File: src/logic/spi_cmd_pkg.sv
package spi_cmd_pkg;

    // ==============================
    // Message layout
    // ==============================

    localparam int msg_len = 64;
    localparam int msg_type_len = 8;
    localparam int msg_arg_len = 56;
    localparam int nibble_len = 4;

    // Start cycle and dummy byte ahead of the message nibbles
    localparam int msg_cycle_count = msg_len / nibble_len + 1;
    localparam int rx_cnt_width = $clog2(msg_cycle_count + 1);

    // Type bit that asks for a response
    localparam int msg_type_resp_bit = 6;

    // ==============================
    // Response layout
    // ==============================

    localparam int resp_len = 64;
    localparam int resp_word_len = 16;

    // Two nibbles leave per edge on the 8 data lines
    localparam int resp_beat_count = resp_len / (2 * nibble_len);

    // ==============================
    // Argument fields
    // ==============================

    localparam int led_width = 4;
    localparam int img_rst_bit = 0;

    typedef enum logic [msg_type_len-1:0] {
        op_nop       = 8'h80,
        op_led_set   = 8'h81,
        op_img_reset = 8'h82,
        op_echo      = 8'hC0
    } spi_opcode_t;

    typedef struct packed {
        logic [msg_type_len-1:0] msg_type;
        logic [msg_arg_len-1:0]  arg;
    } spi_msg_t;

    typedef enum logic [1:0] {
        rx_start,
        rx_shift,
        rx_done
    } rx_state_t;

    typedef enum logic {
        tx_idle,
        tx_send
    } tx_state_t;

endpackage
File: src/logic/ice_spi_top.sv
`timescale 1ns/1ps

module ice_spi_top (
    input  logic       ice_st_spi_clk,
    input  logic       spi_cs,
    input  logic [7:0] spi_d_in,
    output logic [7:0] spi_d_out,
    output logic       spi_d_out_en,
    output logic [3:0] ice_led,
    output logic       img_rst_n
);

    // ==============================
    // Internal nets
    // ==============================

    spi_cmd_pkg::spi_msg_t msg;
    logic msg_valid;

    logic [spi_cmd_pkg::resp_len-1:0] resp;
    logic resp_load;

    // ==============================
    // Command path
    // ==============================

    // Commands arrive on the low four lines only
    spi_msg_rx spi_msg_rx_inst (
        .ice_st_spi_clk (ice_st_spi_clk),
        .spi_cs         (spi_cs),
        .spi_d_in       (spi_d_in[3:0]),
        .msg            (msg),
        .msg_valid      (msg_valid)
    );

    spi_cmd_exec spi_cmd_exec_inst (
        .ice_st_spi_clk (ice_st_spi_clk),
        .spi_cs         (spi_cs),
        .msg            (msg),
        .msg_valid      (msg_valid),
        .ice_led        (ice_led),
        .img_rst_n      (img_rst_n),
        .resp           (resp),
        .resp_load      (resp_load)
    );

    // ==============================
    // Response path
    // ==============================

    // Pad direction is handled in the board wrapper from spi_d_out_en
    spi_resp_tx spi_resp_tx_inst (
        .ice_st_spi_clk (ice_st_spi_clk),
        .spi_cs         (spi_cs),
        .resp           (resp),
        .resp_load      (resp_load),
        .spi_d_out      (spi_d_out),
        .spi_d_out_en   (spi_d_out_en)
    );

endmodule

File: src/logic/spi_resp_tx.sv
`timescale 1ns/1ps

module spi_resp_tx (
    input  logic        ice_st_spi_clk,
    input  logic        spi_cs,
    input  logic [63:0] resp,
    input  logic        resp_load,
    output logic [7:0]  spi_d_out,
    output logic        spi_d_out_en
);

    spi_cmd_pkg::tx_state_t state;

    // Response rearranged so that each byte is one beat
    logic [spi_cmd_pkg::resp_len-1:0] beats;

    logic [spi_cmd_pkg::resp_len-1:0] shreg;

    // ==============================
    // Beat ordering
    // ==============================

    // Per word the host expects bits 15..12 with 7..4, then 11..8 with 3..0
    always_comb begin
        logic [spi_cmd_pkg::resp_word_len-1:0] word;

        beats = '0;
        for (int w = 0; w < spi_cmd_pkg::resp_beat_count / 2; w++) begin
            word = resp[w*spi_cmd_pkg::resp_word_len +: spi_cmd_pkg::resp_word_len];
            beats[w*spi_cmd_pkg::resp_word_len +: spi_cmd_pkg::resp_word_len] =
                {word[15:12], word[7:4], word[11:8], word[3:0]};
        end
    end

    // ==============================
    // State
    // ==============================

    always_ff @(posedge ice_st_spi_clk or negedge spi_cs) begin
        if (!spi_cs) begin
            state <= spi_cmd_pkg::tx_idle;
        end else begin
            case (state)
                spi_cmd_pkg::tx_idle: begin
                    if (resp_load) begin
                        state <= spi_cmd_pkg::tx_send;
                    end
                end

                // Stays driving until deselect
                spi_cmd_pkg::tx_send: begin
                    state <= spi_cmd_pkg::tx_send;
                end

                default: begin
                    state <= spi_cmd_pkg::tx_idle;
                end
            endcase
        end
    end

    // ==============================
    // Output shifter
    // ==============================

    // Most significant word leaves first, zeros follow the last beat
    always_ff @(posedge ice_st_spi_clk) begin
        if (resp_load) begin
            shreg <= beats;
        end else begin
            shreg <= {shreg[spi_cmd_pkg::resp_len-2*spi_cmd_pkg::nibble_len-1:0],
                      {(2*spi_cmd_pkg::nibble_len){1'b0}}};
        end
    end

    assign spi_d_out = shreg[spi_cmd_pkg::resp_len-1 -: 2*spi_cmd_pkg::nibble_len];
    assign spi_d_out_en = (state == spi_cmd_pkg::tx_send);

endmodule

File: src/logic/spi_cmd_exec.sv
`timescale 1ns/1ps

module spi_cmd_exec (
    input  logic                  ice_st_spi_clk,
    input  logic                  spi_cs,
    input  spi_cmd_pkg::spi_msg_t msg,
    input  logic                  msg_valid,
    output logic [3:0]            ice_led,
    output logic                  img_rst_n,
    output logic [63:0]           resp,
    output logic                  resp_load
);

    spi_cmd_pkg::spi_opcode_t opcode;

    logic known_op;
    logic want_resp;

    // Held across selections, power up with LEDs off and sensor in reset
    logic [spi_cmd_pkg::led_width-1:0] led_q = '0;
    logic img_rst_q = 1'b0;

    logic [spi_cmd_pkg::resp_len-1:0] resp_q;

    // ==============================
    // Decode
    // ==============================

    assign opcode = spi_cmd_pkg::spi_opcode_t'(msg.msg_type);
    assign want_resp = msg.msg_type[spi_cmd_pkg::msg_type_resp_bit];

    always_comb begin
        case (opcode)
            spi_cmd_pkg::op_nop,
            spi_cmd_pkg::op_led_set,
            spi_cmd_pkg::op_img_reset,
            spi_cmd_pkg::op_echo: begin
                known_op = 1'b1;
            end
            default: begin
                known_op = 1'b0;
            end
        endcase
    end

    // ==============================
    // Response strobe
    // ==============================

    // Unknown codes never start the transmitter, even with the response bit
    always_ff @(posedge ice_st_spi_clk or negedge spi_cs) begin
        if (!spi_cs) begin
            resp_load <= 1'b0;
        end else begin
            resp_load <= msg_valid && want_resp && known_op;
        end
    end

    // ==============================
    // Held registers and response word
    // ==============================

    always_ff @(posedge ice_st_spi_clk) begin
        if (msg_valid) begin
            case (opcode)
                spi_cmd_pkg::op_led_set: begin
                    led_q <= msg.arg[spi_cmd_pkg::led_width-1:0];
                end

                spi_cmd_pkg::op_img_reset: begin
                    img_rst_q <= msg.arg[spi_cmd_pkg::img_rst_bit];
                end

                // Argument goes back in the upper bits, low byte zero
                spi_cmd_pkg::op_echo: begin
                    resp_q <= {msg.arg, {(spi_cmd_pkg::resp_len-spi_cmd_pkg::msg_arg_len){1'b0}}};
                end

                spi_cmd_pkg::op_nop: begin
                    // Nothing to do
                end

                default: begin
                    // Unknown codes behave like nop
                end
            endcase
        end
    end

    assign ice_led = led_q;
    assign img_rst_n = img_rst_q;
    assign resp = resp_q;

endmodule

File: src/logic/spi_msg_rx.sv
`timescale 1ns/1ps

module spi_msg_rx (
    input  logic                  ice_st_spi_clk,
    input  logic                  spi_cs,
    input  logic [3:0]            spi_d_in,
    output spi_cmd_pkg::spi_msg_t msg,
    output logic                  msg_valid
);

    spi_cmd_pkg::rx_state_t state;

    // Edges left until the last message nibble
    logic [spi_cmd_pkg::rx_cnt_width-1:0] cycle_cnt;

    // Set on the edge that takes the last nibble
    logic msg_done;

    logic [spi_cmd_pkg::msg_len-1:0] shreg;

    // ==============================
    // Nibble shift register
    // ==============================

    // Samples every edge; the start and dummy nibbles fall off the top
    always_ff @(posedge ice_st_spi_clk) begin
        shreg <= {shreg[spi_cmd_pkg::msg_len-spi_cmd_pkg::nibble_len-1:0], spi_d_in};
    end

    // ==============================
    // Sequencing
    // ==============================

    always_ff @(posedge ice_st_spi_clk or negedge spi_cs) begin
        if (!spi_cs) begin
            state <= spi_cmd_pkg::rx_start;
            cycle_cnt <= '0;
            msg_done <= 1'b0;
            msg_valid <= 1'b0;
        end else begin
            msg_done <= 1'b0;
            msg_valid <= msg_done;

            case (state)
                spi_cmd_pkg::rx_start: begin
                    cycle_cnt <= spi_cmd_pkg::msg_cycle_count[spi_cmd_pkg::rx_cnt_width-1:0];
                    state <= spi_cmd_pkg::rx_shift;
                end

                spi_cmd_pkg::rx_shift: begin
                    if (cycle_cnt == '0) begin
                        state <= spi_cmd_pkg::rx_done;
                        msg_done <= 1'b1;
                    end else begin
                        cycle_cnt <= cycle_cnt - 1'b1;
                    end
                end

                spi_cmd_pkg::rx_done: begin
                    // One message per selection, wait for deselect
                end

                default: begin
                    state <= spi_cmd_pkg::rx_start;
                end
            endcase
        end
    end

    // ==============================
    // Message capture
    // ==============================

    // The host cannot send the top type bit set, so it is forced here
    always_ff @(posedge ice_st_spi_clk) begin
        if (msg_done) begin
            msg.msg_type <= {1'b1,
                shreg[spi_cmd_pkg::msg_len-2 -: spi_cmd_pkg::msg_type_len-1]};
            msg.arg <= shreg[spi_cmd_pkg::msg_arg_len-1:0];
        end
    end

endmodule

File: config.mk
export PLATFORM = sky130hd
export DESIGN_NAME = ice_spi_top
export DESIGN_NICKNAME = d
export VERILOG_FILES = /design/src/logic/spi_cmd_pkg.sv /design/src/logic/ice_spi_top.sv /design/src/logic/spi_resp_tx.sv /design/src/logic/spi_cmd_exec.sv /design/src/logic/spi_msg_rx.sv
export SDC_FILE = /design/constraint.sdc
export NUM_CORES = 1
export LEC_CHECK = 0
export ABC_AREA = 1
export BUFFER_PORTS_ARGS = -buffer_cell sky130_fd_sc_hd__buf_2
export CORE_UTILIZATION = 40
export DETAILED_ROUTE_END_ITERATION = 16
export PLACE_DENSITY_LB_ADDON = 0.25
export SETUP_SLACK_MARGIN = 0.2
export SLEW_MARGIN = 10
export SYNTH_ARGS = -nofsm -noshare
export SYNTH_HDL_FRONTEND = slang
export SYNTH_SLANG_ARGS = --single-unit
File: constraint.sdc
create_clock -name ice_st_spi_clk -period 7.51 [get_ports ice_st_spi_clk]
set_clock_uncertainty 0.1 [all_clocks]
set_input_delay 0.3755 -clock ice_st_spi_clk [delete_from_list [all_inputs] [get_ports ice_st_spi_clk]]
set_output_delay 0.3755 -clock ice_st_spi_clk [all_outputs]
set_load 0.02 [all_outputs]
==> flow_summary.yaml <==
yosys:
  yosys_warnings: 0
  syn_area_um2: 7380
  yosys-mux-area-fraction_pct: 0
  synth-compound-area-share_pct: 0.136
  synth-simple-area-share_pct: 10.4
  synth-adder-area-share_pct: 0.169
  ys_seq_area_share_pct: 86.4
  synth.avg_cell_area_um2: 15.0
  synth_nets: 504
  synthCells: 493
  ys_seq_elements: 254
  synth_top_area_share_pct: 50.4
  synthTopCellsByArea: "edfxtp_1 (50%), dfxtp_1 (32%), nand2_1 (8.7%), dfrtp_1 (3.7%), buf_4 (1.3%)"
  synth_area_leader_cell: "edfxtp_1"
  synth_top_family_by_area: "simple AND/OR/NAND/NOR gates"
  post_synth_num_cell_types: 21
  synthXorXnorAreaFrac_pct: 0
detailed_routing:
  post-route-drc-count: 0
  wl_per_cell_um: 12.4
  dr.pass1.iters: 4
  viasPerCell: 4.24
  num_vias: 3279
  drtIter0Drc: 139
  ant_nets: 0
  routed_wl_mm: 9.60
floorplanning:
  die_w_um: 138
  initial_utilization_pct: 41.0
  rows: 49
  die_h_um: 138
  coreArea_um2: 18000
  dieArea_um2: 19000
  ios: 24
placed_design:
  place_hpwl_mm: 4.66
  dpl_cell_area_um2: 7670
  port_buffers: 19
  routabilityCongestion: 0.681
pwr:
  power_mw: 2.57
  p_leak_nw: 3.36
  powerDensity_nw_per_um2: 305
  ir_worst_vdd_v: 0.000234
critical_path:
  start_kind: "flip-flop"
  arrival_ns: 2.06
  startpoint: "spi_msg_rx_inst.msg[59]"
  cp_max_fo: 56
  end_kind: "flip-flop"
  worst_ep_required_time_ns: 7.54
  worstReg2RegStart: "spi_msg_rx_inst.msg[59]"
  crit_type: "reg2reg"
outcome:
  status: "completed"
global_routing:
  grt_max_degree: 65
  grt_pass1_wl_mm: 15.6
  overflow: 0
  track_usage_pct: 10.7
  antenna_found_initial: 0
  grt_pass1_vias: 3202
clock_tree:
  cts-root-buf: "clkbuf_16"
  cts-resized-gates: 0
  clk_path_buf_depth: 3
  cts.clk_slew.worst_paths_ns: 0.06
  clock_latency_ns: 0.50
  cts_made_buffers: 24
  h-tree-depth: 1
  cts_tree: "built"
  numClockSinks: 254
finish:
  drive_gt1_share_pct: 11.2
  syn_to_final_growth_pct: 14.4
  diodes: 0
  nNetsFinal: 538
  fin_area_um2: 8440
  nFillCells: 1603
  fin_util_pct: 46.8
sta:
  hold_ws_ns: 0.181
  min_period_ns: 2.03
  final.setup.tns_ns: 0
  setup-violations-final: 0
  max_freq_ghz: 0.492
  timing.final.crit_share_pct: 27.1
  slew_headroom_pct: 37.6
  rsz0062_at_grt: "false"
  slew_violations: 0
  hold_violations: 0
  worstMarginPinSlew_ns: 0.935
min_path:
  hp-class: "in2async"
flow_run:
  maxCapViolCount: 0
critical path, stage by stage, from the launching register on:
cell and delay (ns):
edfxtp_1 0.36, nor2_1 0.17, nand2_1 0.14, nor4_2 0.18, buf_4 0.66
placed cells by master, fill, tap and decap left out, types with 2 or more instances in the layout:
| master | count |
|---|---|
| nand2_1 | 172 |
| nand3_1 | 6 |
| dfrtp_2 | 2 |
| clkbuf_16 | 25 |
| nor2_1 | 7 |
| buf_4 | 3 |
| dfrtp_1 | 9 |
| inv_2 | 2 |
| buf_2 | 19 |
| clkbuf_8 | 3 |
| dlygate4sd3_1 | 5 |
| nand4_1 | 2 |
| clkinv_2 | 2 |
| inv_1 | 20 |
| dfxtp_1 | 119 |
| clkbuf_1 | 13 |
| edfxtp_1 | 124 |
area by class of cell:
class                           instances  area (um2)  share of cell area [%]
Inverter                               22        82.6                   0.978
Clock inverter                          2        10.0                   0.119
Clock buffer                           41         716                    8.48
Tap cell                              229         287                    3.39
Multi-Input combinational cell        198         797                    9.44
Sequential cell                       254        6380                    75.6
Timing Repair Buffer                   27         168                    1.99
through the flow:
stage / setup slack, ns / std cells
after floorplan: 0.924 / 493
after global placement: 5.54 / 725
after detailed placement: 5.46 / 725
after CTS: 5.44 / 773
after global routing: 5.36 / 773
final: 5.48 / 773
power breakdown:
part	switching (mW)	leakage, nW	internal (mW)
sequential	0.00727	2.24	1.46
clock	0.454	0.353	0.643
combinational	0.00176	0.768	0.00262
Yosys cell counts:
master and instances:
buf_4 13, ha_1 1, edfxtp_1 124, nand2_1 172, o21ai_0 1, dfrtp_1 11
or2_2 1, nor2_1 7, nor2_2 1, nor4_1 2, nand3b_1 1, nor3_1 1
dfxtp_1 119, inv_1 20, inv_2 2, buf_2 6, a21oi_1 1, nand2_2 1
nand3_2 1, nand3_1 6, nand4_1 2
flip-flops by register name, indices dropped and copies added, names as in the netlist:
register,count
spi_msg_rx_inst.msg,63
spi_msg_rx_inst.shreg,63
spi_cmd_exec_inst.resp,56
spi_resp_tx_inst.shreg,56
spi_msg_rx_inst.cycle_cnt,5
spi_cmd_exec_inst.ice_led,4
spi_msg_rx_inst.state,2
spi_cmd_exec_inst.img_rst_n,1
spi_cmd_exec_inst.resp_load,1
spi_msg_rx_inst.msg_done,1
spi_msg_rx_inst.msg_valid,1
spi_resp_tx_inst.spi_d_out_en,1
path summary, 6_finish.rpt:
| check | endpoint | slack, ns | cells past startpoint |
|---|---|---|---|
| setup reg to reg | spi_cmd_exec_inst.resp[34] | 5.48 | 4 |
| setup / recovery | spi_cmd_exec_inst.resp[34] | 5.48 | 4 |
| max in group asynchronous | spi_msg_rx_inst.msg_done | 6.90 | 2 |
| min in group ice_st_spi_clk | spi_msg_rx_inst.shreg[10] | 0.25 | 0 |
| hold reg to reg | spi_msg_rx_inst.shreg[10] | 0.25 | 0 |
| hold / removal | spi_msg_rx_inst.msg_valid | 0.18 | 2 |
layer usage:
layer  global-route usage, %  wire, um  up-vias
li1                        -         -     1678
met1                    13.6      4640     1534
met2                    17.4      4430       50
met3                    2.81       347       17
met4                    4.11       194        0
met5                       0         0        -
timing repair:
action,4_1_cts,5_1_grt
endpoints found under the hold margin,15,0
hold buffers,5,0
setup endpoints to repair,0,0
setup buffers,0,0
cell families after synthesis:
logic type / Yosys count
compound gates: 2
fa+ha+maj: 1
buf+inv: 41
flops: 254
simple gates: 195
Power figures use the tool's default switching activity.
